<file path="src/dma_axi_pkg.sv">
`default_nettype none

package dma_axi_pkg;

	// Bus widths
	localparam int AXI_ADDR_W  = 32;
	localparam int AXI_DATA_W  = 32;
	localparam int AXI_STRB_W  = AXI_DATA_W / 8;
	localparam int AXI_LEN_W   = 8;
	localparam int AXI_SIZE_W  = 3;
	localparam int AXI_BURST_W = 2;
	localparam int AXI_RESP_W  = 2;

	// Side-band widths, AXI4 lock is a single bit
	localparam int AXI_ID_W    = 1;
	localparam int AXI_LOCK_W  = 1;
	localparam int AXI_CACHE_W = 4;
	localparam int AXI_PROT_W  = 3;
	localparam int AXI_QOS_W   = 4;

	// Every beat uses the whole data bus
	localparam logic [AXI_SIZE_W-1:0] AXI_SIZE_FULL = AXI_SIZE_W'($clog2(AXI_STRB_W));

	typedef enum logic [AXI_BURST_W-1:0] {
		BURST_FIXED = 2'b00,
		BURST_INCR  = 2'b01,
		BURST_WRAP  = 2'b10
	} axi_burst_e;

	typedef enum logic [AXI_RESP_W-1:0] {
		RESP_OKAY   = 2'b00,
		RESP_EXOKAY = 2'b01,
		RESP_SLVERR = 2'b10,
		RESP_DECERR = 2'b11
	} axi_resp_e;

	// Fixed side-band values, normal non-cacheable bufferable access
	localparam logic [AXI_ID_W-1:0]    AXI_ID_VAL    = '0;
	localparam logic [AXI_LOCK_W-1:0]  AXI_LOCK_VAL  = 1'b0;
	localparam logic [AXI_CACHE_W-1:0] AXI_CACHE_VAL = 4'b0011;
	localparam logic [AXI_PROT_W-1:0]  AXI_PROT_VAL  = 3'b000;
	localparam logic [AXI_QOS_W-1:0]   AXI_QOS_VAL   = 4'h0;

endpackage

`default_nettype wire

</file>
<file path="src/dma_native_pkg.sv">
`default_nettype none

package dma_native_pkg;

	// Native data bus
	localparam int NATIVE_ADDR_W = 32;
	localparam int NATIVE_DATA_W = 32;
	localparam int NATIVE_STRB_W = NATIVE_DATA_W / 8;

	// Port layout, write port sits above the read ports
	localparam int N_READ_PORTS = 2;
	localparam int N_PORTS      = N_READ_PORTS + 1;
	localparam int WR_PORT      = N_READ_PORTS;
	localparam int PORT_IDX_W   = (N_READ_PORTS > 1) ? $clog2(N_READ_PORTS) : 1;

	// Burst length limits
	localparam int BURST_LEN_W = 4;
	localparam int MAX_BURST   = 16;
	localparam int BUF_AW      = $clog2(MAX_BURST);
	localparam int BEAT_CNT_W  = $clog2(MAX_BURST + 1);

	typedef enum logic [1:0] {
		RD_IDLE, RD_ADDR, RD_FILL, RD_SERVE
	} rd_state_e;

	typedef enum logic [1:0] {
		WR_IDLE, WR_ADDR, WR_DATA, WR_RESP
	} wr_state_e;

endpackage

`default_nettype wire

</file>
<file path="src/native_bus_if.sv">
`timescale 1ns/1ps
`default_nettype none

// One native memory port, valid held until a single-cycle ready
interface native_bus_if;
	import dma_native_pkg::*;

	logic                     valid;
	logic [NATIVE_ADDR_W-1:0] addr;
	logic [NATIVE_DATA_W-1:0] wdata;
	logic [NATIVE_STRB_W-1:0] wstrb;
	logic [NATIVE_DATA_W-1:0] rdata;
	logic                     ready;

	modport requester (
		output valid, addr, wdata, wstrb,
		input  rdata, ready
	);

	modport responder (
		input  valid, addr, wdata, wstrb,
		output rdata, ready
	);

endinterface

`default_nettype wire

</file>
<file path="src/axi_dma.sv">
`timescale 1ns/1ps
`default_nettype none

module axi_dma (
	input wire clk,
	input wire rst_n,

	// Native ports {write, read 1, read 0}
	input wire [dma_native_pkg::N_PORTS-1:0]                                databus_valid,
	input wire [dma_native_pkg::N_PORTS*dma_native_pkg::NATIVE_ADDR_W-1:0] databus_addr,
	input wire [dma_native_pkg::N_PORTS*dma_native_pkg::NATIVE_DATA_W-1:0] databus_wdata,
	input wire [dma_native_pkg::N_PORTS*dma_native_pkg::NATIVE_STRB_W-1:0] databus_wstrb,
	output wire [dma_native_pkg::N_PORTS*dma_native_pkg::NATIVE_DATA_W-1:0] databus_rdata,
	output wire [dma_native_pkg::N_PORTS-1:0]                               databus_ready,

	input wire [dma_native_pkg::BURST_LEN_W-1:0] rd_len,
	input wire [dma_native_pkg::BURST_LEN_W-1:0] wr_len,

	output wire [dma_axi_pkg::AXI_ID_W-1:0]    m_axi_awid,
	output wire [dma_axi_pkg::AXI_ADDR_W-1:0]  m_axi_awaddr,
	output wire [dma_axi_pkg::AXI_LEN_W-1:0]   m_axi_awlen,
	output wire [dma_axi_pkg::AXI_SIZE_W-1:0]  m_axi_awsize,
	output wire [dma_axi_pkg::AXI_BURST_W-1:0] m_axi_awburst,
	output wire [dma_axi_pkg::AXI_LOCK_W-1:0]  m_axi_awlock,
	output wire [dma_axi_pkg::AXI_CACHE_W-1:0] m_axi_awcache,
	output wire [dma_axi_pkg::AXI_PROT_W-1:0]  m_axi_awprot,
	output wire [dma_axi_pkg::AXI_QOS_W-1:0]   m_axi_awqos,
	output wire                                m_axi_awvalid,
	input wire                                 m_axi_awready,

	output wire [dma_axi_pkg::AXI_DATA_W-1:0]  m_axi_wdata,
	output wire [dma_axi_pkg::AXI_STRB_W-1:0]  m_axi_wstrb,
	output wire                                m_axi_wlast,
	output wire                                m_axi_wvalid,
	input wire                                 m_axi_wready,

	input wire [dma_axi_pkg::AXI_RESP_W-1:0]   m_axi_bresp,
	input wire                                 m_axi_bvalid,
	output wire                                m_axi_bready,

	output wire [dma_axi_pkg::AXI_ID_W-1:0]    m_axi_arid,
	output wire [dma_axi_pkg::AXI_ADDR_W-1:0]  m_axi_araddr,
	output wire [dma_axi_pkg::AXI_LEN_W-1:0]   m_axi_arlen,
	output wire [dma_axi_pkg::AXI_SIZE_W-1:0]  m_axi_arsize,
	output wire [dma_axi_pkg::AXI_BURST_W-1:0] m_axi_arburst,
	output wire [dma_axi_pkg::AXI_LOCK_W-1:0]  m_axi_arlock,
	output wire [dma_axi_pkg::AXI_CACHE_W-1:0] m_axi_arcache,
	output wire [dma_axi_pkg::AXI_PROT_W-1:0]  m_axi_arprot,
	output wire [dma_axi_pkg::AXI_QOS_W-1:0]   m_axi_arqos,
	output wire                                m_axi_arvalid,
	input wire                                 m_axi_arready,

	input wire [dma_axi_pkg::AXI_DATA_W-1:0]   m_axi_rdata,
	input wire [dma_axi_pkg::AXI_RESP_W-1:0]   m_axi_rresp,
	input wire                                 m_axi_rlast,
	input wire                                 m_axi_rvalid,
	output wire                                m_axi_rready
);
	import dma_native_pkg::*;

	native_bus_if rd_bus [N_READ_PORTS] ();
	native_bus_if rd_merged ();
	native_bus_if wr_bus ();

	// Read port i sits in slice i
	for (genvar i = 0; i < N_READ_PORTS; i++) begin : g_rd
		assign rd_bus[i].valid = databus_valid[i];
		assign rd_bus[i].addr  = databus_addr[i*NATIVE_ADDR_W +: NATIVE_ADDR_W];
		assign rd_bus[i].wdata = databus_wdata[i*NATIVE_DATA_W +: NATIVE_DATA_W];
		assign rd_bus[i].wstrb = databus_wstrb[i*NATIVE_STRB_W +: NATIVE_STRB_W];
		assign databus_rdata[i*NATIVE_DATA_W +: NATIVE_DATA_W] = rd_bus[i].rdata;
		assign databus_ready[i] = rd_bus[i].ready;
	end

	assign wr_bus.valid = databus_valid[WR_PORT];
	assign wr_bus.addr  = databus_addr[WR_PORT*NATIVE_ADDR_W +: NATIVE_ADDR_W];
	assign wr_bus.wdata = databus_wdata[WR_PORT*NATIVE_DATA_W +: NATIVE_DATA_W];
	assign wr_bus.wstrb = databus_wstrb[WR_PORT*NATIVE_STRB_W +: NATIVE_STRB_W];
	assign databus_rdata[WR_PORT*NATIVE_DATA_W +: NATIVE_DATA_W] = wr_bus.rdata;
	assign databus_ready[WR_PORT] = wr_bus.ready;

	dma_read_merge read_merge_i (
		.clk   (clk),
		.rst_n (rst_n),
		.m     (rd_bus),
		.s     (rd_merged)
	);

	axi_dma_r dma_r_i (
		.bus (rd_merged),
		.*
	);

	axi_dma_w dma_w_i (
		.bus (wr_bus),
		.*
	);

endmodule

`default_nettype wire

</file>
<file path="src/axi_dma_r.sv">
`timescale 1ns/1ps
`default_nettype none

module axi_dma_r (
	input wire clk,
	input wire rst_n,
	native_bus_if.responder bus,
	input wire [dma_native_pkg::BURST_LEN_W-1:0] rd_len,

	output logic [dma_axi_pkg::AXI_ID_W-1:0]    m_axi_arid,
	output logic [dma_axi_pkg::AXI_ADDR_W-1:0]  m_axi_araddr,
	output logic [dma_axi_pkg::AXI_LEN_W-1:0]   m_axi_arlen,
	output logic [dma_axi_pkg::AXI_SIZE_W-1:0]  m_axi_arsize,
	output dma_axi_pkg::axi_burst_e             m_axi_arburst,
	output logic [dma_axi_pkg::AXI_LOCK_W-1:0]  m_axi_arlock,
	output logic [dma_axi_pkg::AXI_CACHE_W-1:0] m_axi_arcache,
	output logic [dma_axi_pkg::AXI_PROT_W-1:0]  m_axi_arprot,
	output logic [dma_axi_pkg::AXI_QOS_W-1:0]   m_axi_arqos,
	output logic                                m_axi_arvalid,
	input wire                                  m_axi_arready,

	input wire [dma_axi_pkg::AXI_DATA_W-1:0]    m_axi_rdata,
	input wire [dma_axi_pkg::AXI_RESP_W-1:0]    m_axi_rresp,
	input wire                                  m_axi_rlast,
	input wire                                  m_axi_rvalid,
	output logic                                m_axi_rready
);
	import dma_native_pkg::*;
	import dma_axi_pkg::*;

	rd_state_e                state_q;
	logic [NATIVE_DATA_W-1:0] buf_mem [MAX_BURST];
	logic [BEAT_CNT_W-1:0]    wr_cnt_q;
	logic [BEAT_CNT_W-1:0]    rd_cnt_q;
	logic [NATIVE_ADDR_W-1:0] next_addr_q;
	logic [AXI_ADDR_W-1:0]    araddr_q;
	logic [AXI_LEN_W-1:0]     arlen_q;
	logic                     ready_q;
	logic [NATIVE_DATA_W-1:0] rdata_q;
	logic                     req;
	logic                     hit;
	logic                     beat;
	logic                     accept;

	// Valid stays high during the ready cycle, which must not count twice
	assign req    = bus.valid && !ready_q;
	assign accept = req && (state_q == RD_IDLE || state_q == RD_SERVE);
	assign hit    = state_q == RD_SERVE && bus.addr == next_addr_q && rd_cnt_q != wr_cnt_q;
	assign beat   = m_axi_rvalid && m_axi_rready;

	always_ff @(posedge clk) begin
		if (!rst_n) begin
			state_q  <= RD_IDLE;
			ready_q  <= 1'b0;
			wr_cnt_q <= '0;
			rd_cnt_q <= '0;
		end else begin
			ready_q <= 1'b0;
			case (state_q)
				RD_IDLE, RD_SERVE: begin
					if (accept && hit) begin
						ready_q  <= 1'b1;
						rd_cnt_q <= rd_cnt_q + BEAT_CNT_W'(1);
						if (rd_cnt_q + BEAT_CNT_W'(1) == wr_cnt_q) begin
							state_q <= RD_IDLE;
						end
					end else if (accept) begin
						// Miss drops whatever is left in the buffer
						state_q  <= RD_ADDR;
						wr_cnt_q <= '0;
						rd_cnt_q <= '0;
					end
				end
				RD_ADDR: begin
					if (m_axi_arready) begin
						state_q <= RD_FILL;
					end
				end
				RD_FILL: begin
					if (beat) begin
						wr_cnt_q <= wr_cnt_q + BEAT_CNT_W'(1);
						// First beat answers the pending request
						if (wr_cnt_q == '0) begin
							ready_q  <= 1'b1;
							rd_cnt_q <= BEAT_CNT_W'(1);
						end
						if (m_axi_rlast) begin
							state_q <= (wr_cnt_q == '0) ? RD_IDLE : RD_SERVE;
						end
					end
				end
				default: state_q <= RD_IDLE;
			endcase
		end
	end

	always_ff @(posedge clk) begin
		if (accept && hit) begin
			rdata_q     <= buf_mem[rd_cnt_q[BUF_AW-1:0]];
			next_addr_q <= next_addr_q + NATIVE_ADDR_W'(NATIVE_STRB_W);
		end else if (accept) begin
			araddr_q    <= bus.addr;
			arlen_q     <= AXI_LEN_W'(rd_len);
			next_addr_q <= bus.addr + NATIVE_ADDR_W'(NATIVE_STRB_W);
		end
		if (state_q == RD_FILL && beat) begin
			buf_mem[wr_cnt_q[BUF_AW-1:0]] <= m_axi_rdata;
			if (wr_cnt_q == '0) begin
				rdata_q <= m_axi_rdata;
			end
		end
	end

	assign m_axi_arid    = AXI_ID_VAL;
	assign m_axi_araddr  = araddr_q;
	assign m_axi_arlen   = arlen_q;
	assign m_axi_arsize  = AXI_SIZE_FULL;
	assign m_axi_arburst = BURST_INCR;
	assign m_axi_arlock  = AXI_LOCK_VAL;
	assign m_axi_arcache = AXI_CACHE_VAL;
	assign m_axi_arprot  = AXI_PROT_VAL;
	assign m_axi_arqos   = AXI_QOS_VAL;
	assign m_axi_arvalid = state_q == RD_ADDR;
	assign m_axi_rready  = state_q == RD_FILL;

	assign bus.ready = ready_q;
	assign bus.rdata = rdata_q;

endmodule

`default_nettype wire

</file>
<file path="src/axi_dma_w.sv">
`timescale 1ns/1ps
`default_nettype none

module axi_dma_w (
	input wire clk,
	input wire rst_n,
	native_bus_if.responder bus,
	input wire [dma_native_pkg::BURST_LEN_W-1:0] wr_len,

	output logic [dma_axi_pkg::AXI_ID_W-1:0]    m_axi_awid,
	output logic [dma_axi_pkg::AXI_ADDR_W-1:0]  m_axi_awaddr,
	output logic [dma_axi_pkg::AXI_LEN_W-1:0]   m_axi_awlen,
	output logic [dma_axi_pkg::AXI_SIZE_W-1:0]  m_axi_awsize,
	output dma_axi_pkg::axi_burst_e             m_axi_awburst,
	output logic [dma_axi_pkg::AXI_LOCK_W-1:0]  m_axi_awlock,
	output logic [dma_axi_pkg::AXI_CACHE_W-1:0] m_axi_awcache,
	output logic [dma_axi_pkg::AXI_PROT_W-1:0]  m_axi_awprot,
	output logic [dma_axi_pkg::AXI_QOS_W-1:0]   m_axi_awqos,
	output logic                                m_axi_awvalid,
	input wire                                  m_axi_awready,

	output logic [dma_axi_pkg::AXI_DATA_W-1:0]  m_axi_wdata,
	output logic [dma_axi_pkg::AXI_STRB_W-1:0]  m_axi_wstrb,
	output logic                                m_axi_wlast,
	output logic                                m_axi_wvalid,
	input wire                                  m_axi_wready,

	input wire [dma_axi_pkg::AXI_RESP_W-1:0]    m_axi_bresp,
	input wire                                  m_axi_bvalid,
	output logic                                m_axi_bready
);
	import dma_native_pkg::*;
	import dma_axi_pkg::*;

	wr_state_e             state_q;
	logic [AXI_ADDR_W-1:0] awaddr_q;
	logic [AXI_LEN_W-1:0]  awlen_q;
	logic [AXI_LEN_W-1:0]  beat_q;
	logic                  w_hs;

	assign w_hs = m_axi_wvalid && m_axi_wready;

	always_ff @(posedge clk) begin
		if (!rst_n) begin
			state_q <= WR_IDLE;
			beat_q  <= '0;
		end else begin
			case (state_q)
				WR_IDLE: begin
					// First write opens the burst but is acked in DATA
					if (bus.valid) begin
						state_q <= WR_ADDR;
						beat_q  <= '0;
					end
				end
				WR_ADDR: begin
					if (m_axi_awready) begin
						state_q <= WR_DATA;
					end
				end
				WR_DATA: begin
					if (w_hs) begin
						beat_q <= beat_q + AXI_LEN_W'(1);
						if (m_axi_wlast) begin
							state_q <= WR_RESP;
						end
					end
				end
				WR_RESP: begin
					if (m_axi_bvalid) begin
						state_q <= WR_IDLE;
					end
				end
				default: state_q <= WR_IDLE;
			endcase
		end
	end

	// Burst address and length from the first write only
	always_ff @(posedge clk) begin
		if (state_q == WR_IDLE && bus.valid) begin
			awaddr_q <= bus.addr;
			awlen_q  <= AXI_LEN_W'(wr_len);
		end
	end

	assign m_axi_awid    = AXI_ID_VAL;
	assign m_axi_awaddr  = awaddr_q;
	assign m_axi_awlen   = awlen_q;
	assign m_axi_awsize  = AXI_SIZE_FULL;
	assign m_axi_awburst = BURST_INCR;
	assign m_axi_awlock  = AXI_LOCK_VAL;
	assign m_axi_awcache = AXI_CACHE_VAL;
	assign m_axi_awprot  = AXI_PROT_VAL;
	assign m_axi_awqos   = AXI_QOS_VAL;
	assign m_axi_awvalid = state_q == WR_ADDR;

	// Native writes pass straight through as W beats
	assign m_axi_wvalid = state_q == WR_DATA && bus.valid;
	assign m_axi_wdata  = bus.wdata;
	assign m_axi_wstrb  = bus.wstrb;
	assign m_axi_wlast  = beat_q == awlen_q;
	assign m_axi_bready = state_q == WR_RESP;

	assign bus.ready = w_hs;
	// Write port carries no read data
	assign bus.rdata = '0;

endmodule

`default_nettype wire

</file>
<file path="src/dma_read_merge.sv">
`timescale 1ns/1ps
`default_nettype none

module dma_read_merge (
	input wire clk,
	input wire rst_n,
	native_bus_if.responder m [dma_native_pkg::N_READ_PORTS],
	native_bus_if.requester s
);
	import dma_native_pkg::*;

	logic [N_READ_PORTS-1:0]  req_valid;
	logic [NATIVE_ADDR_W-1:0] req_addr  [N_READ_PORTS];
	logic [NATIVE_DATA_W-1:0] req_wdata [N_READ_PORTS];
	logic [NATIVE_STRB_W-1:0] req_wstrb [N_READ_PORTS];

	logic                  busy_q;
	logic [PORT_IDX_W-1:0] sel_q;
	logic [PORT_IDX_W-1:0] prio_q;
	logic [PORT_IDX_W-1:0] pick;

	// Interface arrays need constant indices, so gather the ports here
	for (genvar i = 0; i < N_READ_PORTS; i++) begin : g_port
		assign req_valid[i] = m[i].valid;
		assign req_addr[i]  = m[i].addr;
		assign req_wdata[i] = m[i].wdata;
		assign req_wstrb[i] = m[i].wstrb;

		// Only the granted port sees the response
		assign m[i].rdata = (busy_q && sel_q == PORT_IDX_W'(i)) ? s.rdata : '0;
		assign m[i].ready = busy_q && (sel_q == PORT_IDX_W'(i)) && s.ready;
	end

	// First requester at or after the priority pointer
	always_comb begin
		pick = prio_q;
		for (int k = N_READ_PORTS - 1; k >= 0; k--) begin
			if (req_valid[(int'(prio_q) + k) % N_READ_PORTS]) begin
				pick = PORT_IDX_W'((int'(prio_q) + k) % N_READ_PORTS);
			end
		end
	end

	always_ff @(posedge clk) begin
		if (!rst_n) begin
			busy_q <= 1'b0;
			sel_q  <= '0;
			prio_q <= '0;
		end else if (!busy_q) begin
			if (|req_valid) begin
				busy_q <= 1'b1;
				sel_q  <= pick;
			end
		end else if (s.ready) begin
			// Pass priority to the port after the one just served
			busy_q <= 1'b0;
			prio_q <= PORT_IDX_W'((int'(sel_q) + 1) % N_READ_PORTS);
		end
	end

	assign s.valid = busy_q && req_valid[sel_q];
	assign s.addr  = req_addr[sel_q];
	assign s.wdata = req_wdata[sel_q];
	assign s.wstrb = req_wstrb[sel_q];

endmodule

`default_nettype wire

</file>
<file path="config.mk">
export PLATFORM = sky130hd
export DESIGN_NAME = axi_dma
export DESIGN_NICKNAME = d
export VERILOG_FILES = /design/src/dma_axi_pkg.sv /design/src/dma_native_pkg.sv /design/src/native_bus_if.sv /design/src/axi_dma.sv /design/src/axi_dma_r.sv /design/src/axi_dma_w.sv /design/src/dma_read_merge.sv
export SDC_FILE = /design/constraint.sdc
export NUM_CORES = 1
export LEC_CHECK = 0
export BUFFER_PORTS_ARGS = -buffer_cell sky130_fd_sc_hd__buf_2
export CORE_MARGIN = 4
export CORE_UTILIZATION = 45
export DETAILED_ROUTE_END_ITERATION = 7
export PLACE_DENSITY = 0.78
export SYNTH_ARGS = -nofsm -noshare
export SYNTH_HDL_FRONTEND = slang
export SYNTH_SLANG_ARGS = --single-unit
export TNS_END_PERCENT = 10
</file>
<file path="constraint.sdc">
create_clock -name clk -period 8.3 [get_ports clk]
set_clock_uncertainty 0.2 [all_clocks]
set_input_delay 0.415 -clock clk [delete_from_list [all_inputs] [get_ports clk]]
set_output_delay 0.415 -clock clk [all_outputs]
set_load 0.05 [all_outputs]
</file>
=== Word level (Yosys, flattened, before mapping) ===
Memory sizes are Yosys's and may differ from the RTL's. A register that Yosys moved wholly into a read port is not among the register bits.
Index checks and enable logic that the tools add are counted.

* $add $sub $neg: 7
* $lt $le $gt $ge: 4
* Eq/ne operators: 23
* Multiplexer cells: 55
* Bitwise logic cells: 5
* Reductions and logical operators: 33

{| class="wikitable"
|+ Operator list
! operator !! count
|-
| 32-bit 2-to-1 mux || 10
|-
| 32-bit by 3-bit adder with 32-bit output (second input constant) || 2
|-
| 32-bit equality test || 1
|-
| 5-bit 2-to-1 mux || 6
|-
| 2-bit 2-to-1 mux || 12
|-
| 5-bit case mux with 2 select lines || 2
|-
| 1-bit 2-to-1 mux || 17
|-
| 8-bit 2-to-1 mux || 2
|-
| 8-bit case mux with 2 select lines || 1
|-
| 1-bit logical AND || 15
|-
| 2-bit != test (second input constant) || 7
|-
| 5-bit by 1-bit adder with 5-bit output (second input constant) || 2
|-
| 5-bit AND reduction || 2
|-
| 8-bit by 1-bit adder with 8-bit output (second input constant) || 1
|-
| 2-bit equality test (second input constant) || 4
|-
| 8-bit by 4-bit equality test with 1-bit output || 1
|-
| 4-bit 2-to-1 mux || 2
|-
| 2-bit by 1-bit != test with 1-bit output (second input constant) || 4
|-
| 2-bit case mux with 4 select lines || 1
|-
| 4-bit AND reduction || 2
|-
| 2-bit case mux with 3 select lines || 1
|-
| 2-bit AND reduction || 3
|-
| 2-bit nonzero test || 3
|-
| 5-bit equality test || 1
|-
| other kinds (18) || 25
|}

* Register bits after elaboration: 162
* RAM bits: 512
* Input bits: 259
* Output and inout port bits: 257
* Word-level logic and storage cells: 143
* Memories: 1

{| class="wikitable"
|+ Memories
! name !! words !! bits a word !! rd ports !! clocked after Yosys merged registers in !! write ports !! RTL line !! source
|-
| dma_r_i.buf_mem || 16 || 32 || 1 || 1 || 1 || axi_dma_r.sv:32 || <nowiki>logic [NATIVE_DATA_W-1:0] buf_mem [MAX_BURST];</nowiki>
|}

=== Depth between registers and ports, before layout ===
* Word-level depth: 12
* Depth in mapped cells: 12
* Gate-level depth less buffers: 10

=== Hierarchy ===
From an unflattened synthesis, not the netlist that was laid out.

* Cell total of the unflattened synthesis: 1593
* Area total of the unflattened synthesis: 28586.2 sq um

{| class="wikitable"
|+ Modules (own cells, without submodules)
! module !! instances !! cells an instance !! area each (sq um) !! seq. area each (sq um)
|-
| axi_dma_r || 1 || 1222 || 24637.4 || 18337.6
|-
| axi_dma_w || 1 || 200 || 2397.3 || 1281.2
|-
| dma_read_merge || 1 || 168 || 1529.0 || 60.1
|-
| axi_dma || 1 || 3 || 22.5 || 0.0
|}

=== Worst setup path before layout ===
No wires, ideal clock.

* Kind: flip-flop to flip-flop
* Start: register dma_r_i.state_q[0]
* End: register dma_r_i.rdata_q[23] (netlist: dma_r_i.bus.rdata[23])
* Library setup time: 0.132 ns
* Arrival time: 4.311 ns
* Data required time: 7.968 ns
* Path slack: 3.656 ns
* Cell stages (with the launch flop): 11
* Buffers on the path: 3
* Clock period less this slack: 4.644 ns
* Cells stage by stage: dfxtp_1 > inv_1 > ha_1 > clkbuf_1 > nand3_1 > nor3_1 > nand2b_1 > clkbuf_1 > clkbuf_1 > nor2_1 > a21oi_1

* Elaborated cells on any way between the ends: 13
* Classes of those cells: eq/ne (2); mux (3); reduce/logical (8)

{| class="wikitable"
|+ RTL lines
! element !! RTL line !! source
|-
| start, declared || axi_dma_r.sv:31 || <nowiki>rd_state_e state_q;</nowiki>
|-
| start signal, assigned || axi_dma_r.sv:88 || <nowiki>state_q <= (wr_cnt_q == '0) ? RD_IDLE : RD_SERVE;</nowiki>
|-
| 2-bit equality test (*) || axi_dma_r.sv:124 || <nowiki>assign m_axi_rready = state_q == RD_FILL;</nowiki>
|-
| named net m_axi_rready || axi_dma.sv:57 || <nowiki>output wire m_axi_rready</nowiki>
|-
| 1-bit logical AND || axi_dma_r.sv:49 || <nowiki>assign beat = m_axi_rvalid && m_axi_rready;</nowiki>
|-
| 1-bit logical AND (*) || axi_dma_r.sv:106 || <nowiki>if (state_q == RD_FILL && beat) begin</nowiki>
|-
| 32-bit 2-to-1 mux (*) || axi_dma_r.sv:106 ||
|-
| end signal, assigned || axi_dma_r.sv:99 || <nowiki>rdata_q <= buf_mem[rd_cnt_q[BUF_AW-1:0]];</nowiki>
|-
| end signal, assigned || axi_dma_r.sv:109 || <nowiki>rdata_q <= m_axi_rdata;</nowiki>
|-
| end, declared || axi_dma_r.sv:39 || <nowiki>logic [NATIVE_DATA_W-1:0] rdata_q;</nowiki>
|}

The timed path passes the listed nets; every way through them passes the cells marked *.
A chain may end at the register's enable or synchronous reset.

=== Final worst setup path ===
* Start: register read_merge_i.sel_q
* End: register dma_r_i.rdata_q[28] (netlist: dma_r_i.bus.rdata[28])

* Word-level cells in the longest chain between the ends: 11
* Elaborated cells on any way between the ends: 16
* Classes of those cells: eq/ne (1); mux (8); bitwise (1); reduce/logical (6)

{| class="wikitable"
|+ Ends and longest elaborated chain
! element !! RTL line !! source
|-
| start, declared || dma_read_merge.sv:18 || <nowiki>logic [PORT_IDX_W-1:0] sel_q;</nowiki>
|-
| start signal, assigned || dma_read_merge.sv:52 || <nowiki>sel_q <= pick;</nowiki>
|-
| 1-bit inverter with 2-bit output (implied by the code) || dma_read_merge.sv:62 || <nowiki>assign s.addr = req_addr[sel_q];</nowiki>
|-
| 32-bit 2-to-1 mux (implied by the code) (3 in series) || dma_read_merge.sv:62 ||
|-
| 32-bit equality test || axi_dma_r.sv:48 || <nowiki>assign hit = state_q == RD_SERVE && bus.addr == next_addr_q && rd_cnt_q != wr_cnt_q;</nowiki>
|-
| 1-bit logical AND (2 in series) || axi_dma_r.sv:48 ||
|-
| 1-bit logical AND (*) || axi_dma_r.sv:98 || <nowiki>if (accept && hit) begin</nowiki>
|-
| 32-bit 2-to-1 mux (*) || axi_dma_r.sv:98 ||
|-
| 32-bit 2-to-1 mux || axi_dma_r.sv:108 || <nowiki>if (wr_cnt_q == '0) begin</nowiki>
|-
| 32-bit 2-to-1 mux (*) || axi_dma_r.sv:106 ||
|}

Every way passes the cells marked *; elsewhere a longest branch is shown, timed or not. The select of a mux whose other input is x is not followed.

==> results.sh <==
export IMPL_run_status="finished, final reports clean"
export IMPL_area_growth_syn_to_layout_pct=18.5
export IMPL_postLayoutSetupSlackWorst_ns=3.56
export IMPL_drv_max_cap_violation_count=0
export IMPL_slew_headroom_pct=26.9
export IMPL_initial_utilization_pct=45.6
export IMPL_critical_path_reg2reg_startpoint="read_merge_i.sel_q"
export IMPL_ctsHtreeMaxLevel=3
export IMPL_drt_antenna_violating_nets=0
export IMPL_post_route_util_pct=54.1
export IMPL_pwr_density_cell_nw_per_um2=254
export IMPL_post_synth_inst_count=1584
export IMPL_critical_path_max_fanout=45
export IMPL_detail_route_vias_per_cell=5.49
export IMPL_start_kind="flop"
export IMPL_grt_max_degree=69
export IMPL_design_die_area_um2=67000
export IMPL_insertion_delay_ns=0.60
export IMPL_cts_buffers_inserted=69
export IMPL_max_slew_worst_pin_slew_ns=1.10
export IMPL_final_min_period_over_clock_period_pct=57.1
export IMPL_ir_worst_vdd_mv=0.156
export IMPL_synth_area_top_cells="sky130_fd_sc_hd__edfxtp_1 65%, sky130_fd_sc_hd__mux4_2 13%, sky130_fd_sc_hd__dfxtp_1 4.4%, sky130_fd_sc_hd__buf_4 3.1%, sky130_fd_sc_hd__xnor2_1 1.8%"
export IMPL_synth_cell_type_count=62
export IMPL_hold_violations=0
export IMPL_detailroute_via_count=15700
export IMPL_fp_dieW_um=259
export IMPL_regArea_um2=19700
export IMPL_cts_sinks=676
export IMPL_floorplan_rows=91
export IMPL_boundaryPins=516
export IMPL_drive_gt1_share_pct=31.8
export IMPL_finalHoldWorstSlack_ns=0.0352
export IMPL_hpwlAfterDp_um=39500
export IMPL_finalMaxSlewViolations=0
export IMPL_multi_input_comb_area_um2=7640
export IMPL_synth_top_cell_area_share_pct=65.1
export IMPL_ys_seq_area_share_pct=69.5
export IMPL_layout_filler_cells=4727
export IMPL_worstPathRequired_ns=8.52
export IMPL_grt_first_pass_wirelength_um=103000
export IMPL_gpl_final_weighted_congestion=0.875
export IMPL_all_layer_global_routing_usage_pct=20.5
export IMPL_max_root_sink_buffers=3
export IMPL_floorplan_core_area_um2=62100
export IMPL_remaining_drc_errors=0
export IMPL_post_synth_top_area_cell="sky130_fd_sc_hd__edfxtp_1"
export IMPL_power_static_leakage_uw=0.0116
export IMPL_setup_viol_count_final=0
export IMPL_first_global_vias=16200
export IMPL_maxClockFrequency_mhz=211
export IMPL_port_buffer_count=291
export IMPL_layout_min_cycle_time_ns=4.74
export IMPL_critical_path_class="flop to flop"
export IMPL_cts_root_buf="sky130_fd_sc_hd__clkbuf_16"
export IMPL_clk_pin_slew_ns=0.06
export IMPL_grt_antenna_before_repair=9
export IMPL_dr_pass1_iters=7
export IMPL_hp_class="primary input to flop"
export IMPL_syn_area_um2=28300
export IMPL_fin_tns_setup_ns=0
export IMPL_critical_path_sink_type="flop"
export IMPL_cp_arrival_ns=4.96
export IMPL_synth_ff_type="sky130_fd_sc_hd__edfxtp_1"
export IMPL_die_height_um=259
export IMPL_tritoncts="yes"
export IMPL_critical_path_startpoint="read_merge_i.sel_q"
export IMPL_layout_nets=2228
export IMPL_synth_async_sr_flop_share_pct=0
export IMPL_post_synth_cell_area_avg_um2=17.9
export IMPL_warnings_synthesis=0
export IMPL_rsz_0062_raised_after_global_routing="no"
export IMPL_total_routed_wirelength_um=69500
export IMPL_first_iter_violations=1446
export IMPL_gr_total_overflow=0
export IMPL_synth_enable_flop_cells=614
export IMPL_dpl_worst_slack_ns=3.54
export IMPL_flop_and_latch_count_out_of_synthesis=676
export IMPL_post_drt_wl_per_cell_um=24.4
export IMPL_yosysMostFrequentCell="sky130_fd_sc_hd__edfxtp_1"
export IMPL_fin_total_pwr_uw=8530
export IMPL_hold_path_startpoint="databus_addr[28]"
export IMPL_top_cells_by_instance_count_after_synthesis="614 x sky130_fd_sc_hd__edfxtp_1, 160 x sky130_fd_sc_hd__mux4_2, 117 x sky130_fd_sc_hd__buf_4"
==> registers in the layout (all words and copies together) (netlist names), named ones only <==
| register | flops |
|---|---|
| dma_w_i.m_axi_awlen | 4 |
| read_merge_i.prio_q | 1 |
| dma_r_i.rd_cnt_q | 5 |
| dma_r_i.bus.ready | 1 |
| read_merge_i.busy_q | 1 |
| dma_w_i.m_axi_awaddr | 32 |
| read_merge_i.sel_q | 1 |
| dma_r_i.next_addr_q | 30 |
| dma_r_i.state_q | 2 |
| dma_r_i.wr_cnt_q | 5 |
| dma_r_i.m_axi_arlen | 4 |
| dma_r_i.buf_mem | 512 |
| dma_w_i.beat_q | 8 |
| dma_r_i.bus.rdata | 32 |
| dma_w_i.state_q | 2 |
| dma_r_i.m_axi_araddr | 32 |
==> cell type report <==
class | instances | area share, %
Clock inverter | 32 | 1.23
Antenna cell | 6 | 0.0447
Tap cell | 837 | 3.12
Clock buffer | 93 | 5.81
Inverter | 48 | 0.537
Multi-Input combinational cell | 747 | 22.8
Timing Repair Buffer | 413 | 7.82
Sequential cell | 676 | 58.7
==> repair_timing <==
item	4_1_cts	5_1_grt
hold buffers	96	0
hold endpoints to repair	561	0
buffers inserted	0	0
gates resized for setup	0	0
==> layer usage <==
metal | track usage, % | share of wire [%] | up-vias
met5 | 0 | 0.040 | -
met1 | 26.0 | 37 | 8031
li1 | - | - | 6742
met2 | 35.4 | 51 | 748
met3 | 3.97 | 8.0 | 133
met4 | 7.68 | 3.4 | 4
==> critical path, cell delays in order (launching register included) <==
cell and delay (ns):
sky130_fd_sc_hd__dfxtp_4 0.82, sky130_fd_sc_hd__buf_4 0.60, sky130_fd_sc_hd__mux2i_1 0.60, sky130_fd_sc_hd__xnor2_1 0.12, sky130_fd_sc_hd__nor4_1 0.65, sky130_fd_sc_hd__nand3b_1 0.24, sky130_fd_sc_hd__nor4_4 0.17, sky130_fd_sc_hd__buf_4 0.68
sky130_fd_sc_hd__mux2i_1 0.31, sky130_fd_sc_hd__a21oi_1 0.10
==> layout by cell type (no fill, tap or decap), drive strengths merged, types with 2 or more instances in the layout <==
cell / n
a211oi: 3
a21boi: 2
a21oi: 55
and2: 34
and3: 36
and4: 3
buf: 317
bufinv: 9
clkbuf: 93
clkinv: 20
conb: 76
dfxtp: 62
diode: 6
dlygate4sd3: 96
edfxtp: 614
ha: 14
inv: 50
mux2: 8
mux2i: 60
mux4: 160
nand2: 27
nand2b: 7
nand3: 24
nand3b: 5
nand4: 10
nor2: 69
nor2b: 7
nor3: 11
nor4: 14
o21ai: 16
o31ai: 4
or3: 5
or4: 6
or4b: 2
xnor2: 58
xor2: 14
==> report_power, final <==
part | leakage, uW | internal [uW] | switching, uW | total, uW
clock | 0.00116 | 1940 | 1270 | 3210
sequential | 0.00607 | 3890 | 145 | 4040
combinational | 0.00435 | 456 | 826 | 1280
total | 0.0116 | 6290 | 2240 | 8530
==> through the flow <==
stage               instances  cell area (um2)
global route             2850            33600
detailed placement       2624            30200
floorplan                1658            28600
CTS                      2845            33500
global placement         2624            30200
finish                   2852            33600
==> final timing paths <==
check             slack [ns]                        to  cells after the start
setup / recovery        3.56     dma_r_i.bus.rdata[28]                      9
hold / removal          0.04  dma_r_i.m_axi_araddr[28]                      3
setup reg to reg        3.56     dma_r_i.bus.rdata[28]                      9
hold reg to reg         0.32         dma_w_i.beat_q[7]                      2
==> logic make-up after synthesis <==
group / after synthesis / share of synthesized area [%]
adders and majority gates: 14 / 0.618
AOI/OAI and AO/OA: 92 / 1.94
other: 2 / 0.0265
and+or+nand+nor: 265 / 5.26
buffers and inverters: 235 / 5.00
muxes: 228 / 15.4
xor gates and xnor gates: 72 / 2.23
DFF: 676 / 69.5
(Power assumes the default switching activity.)
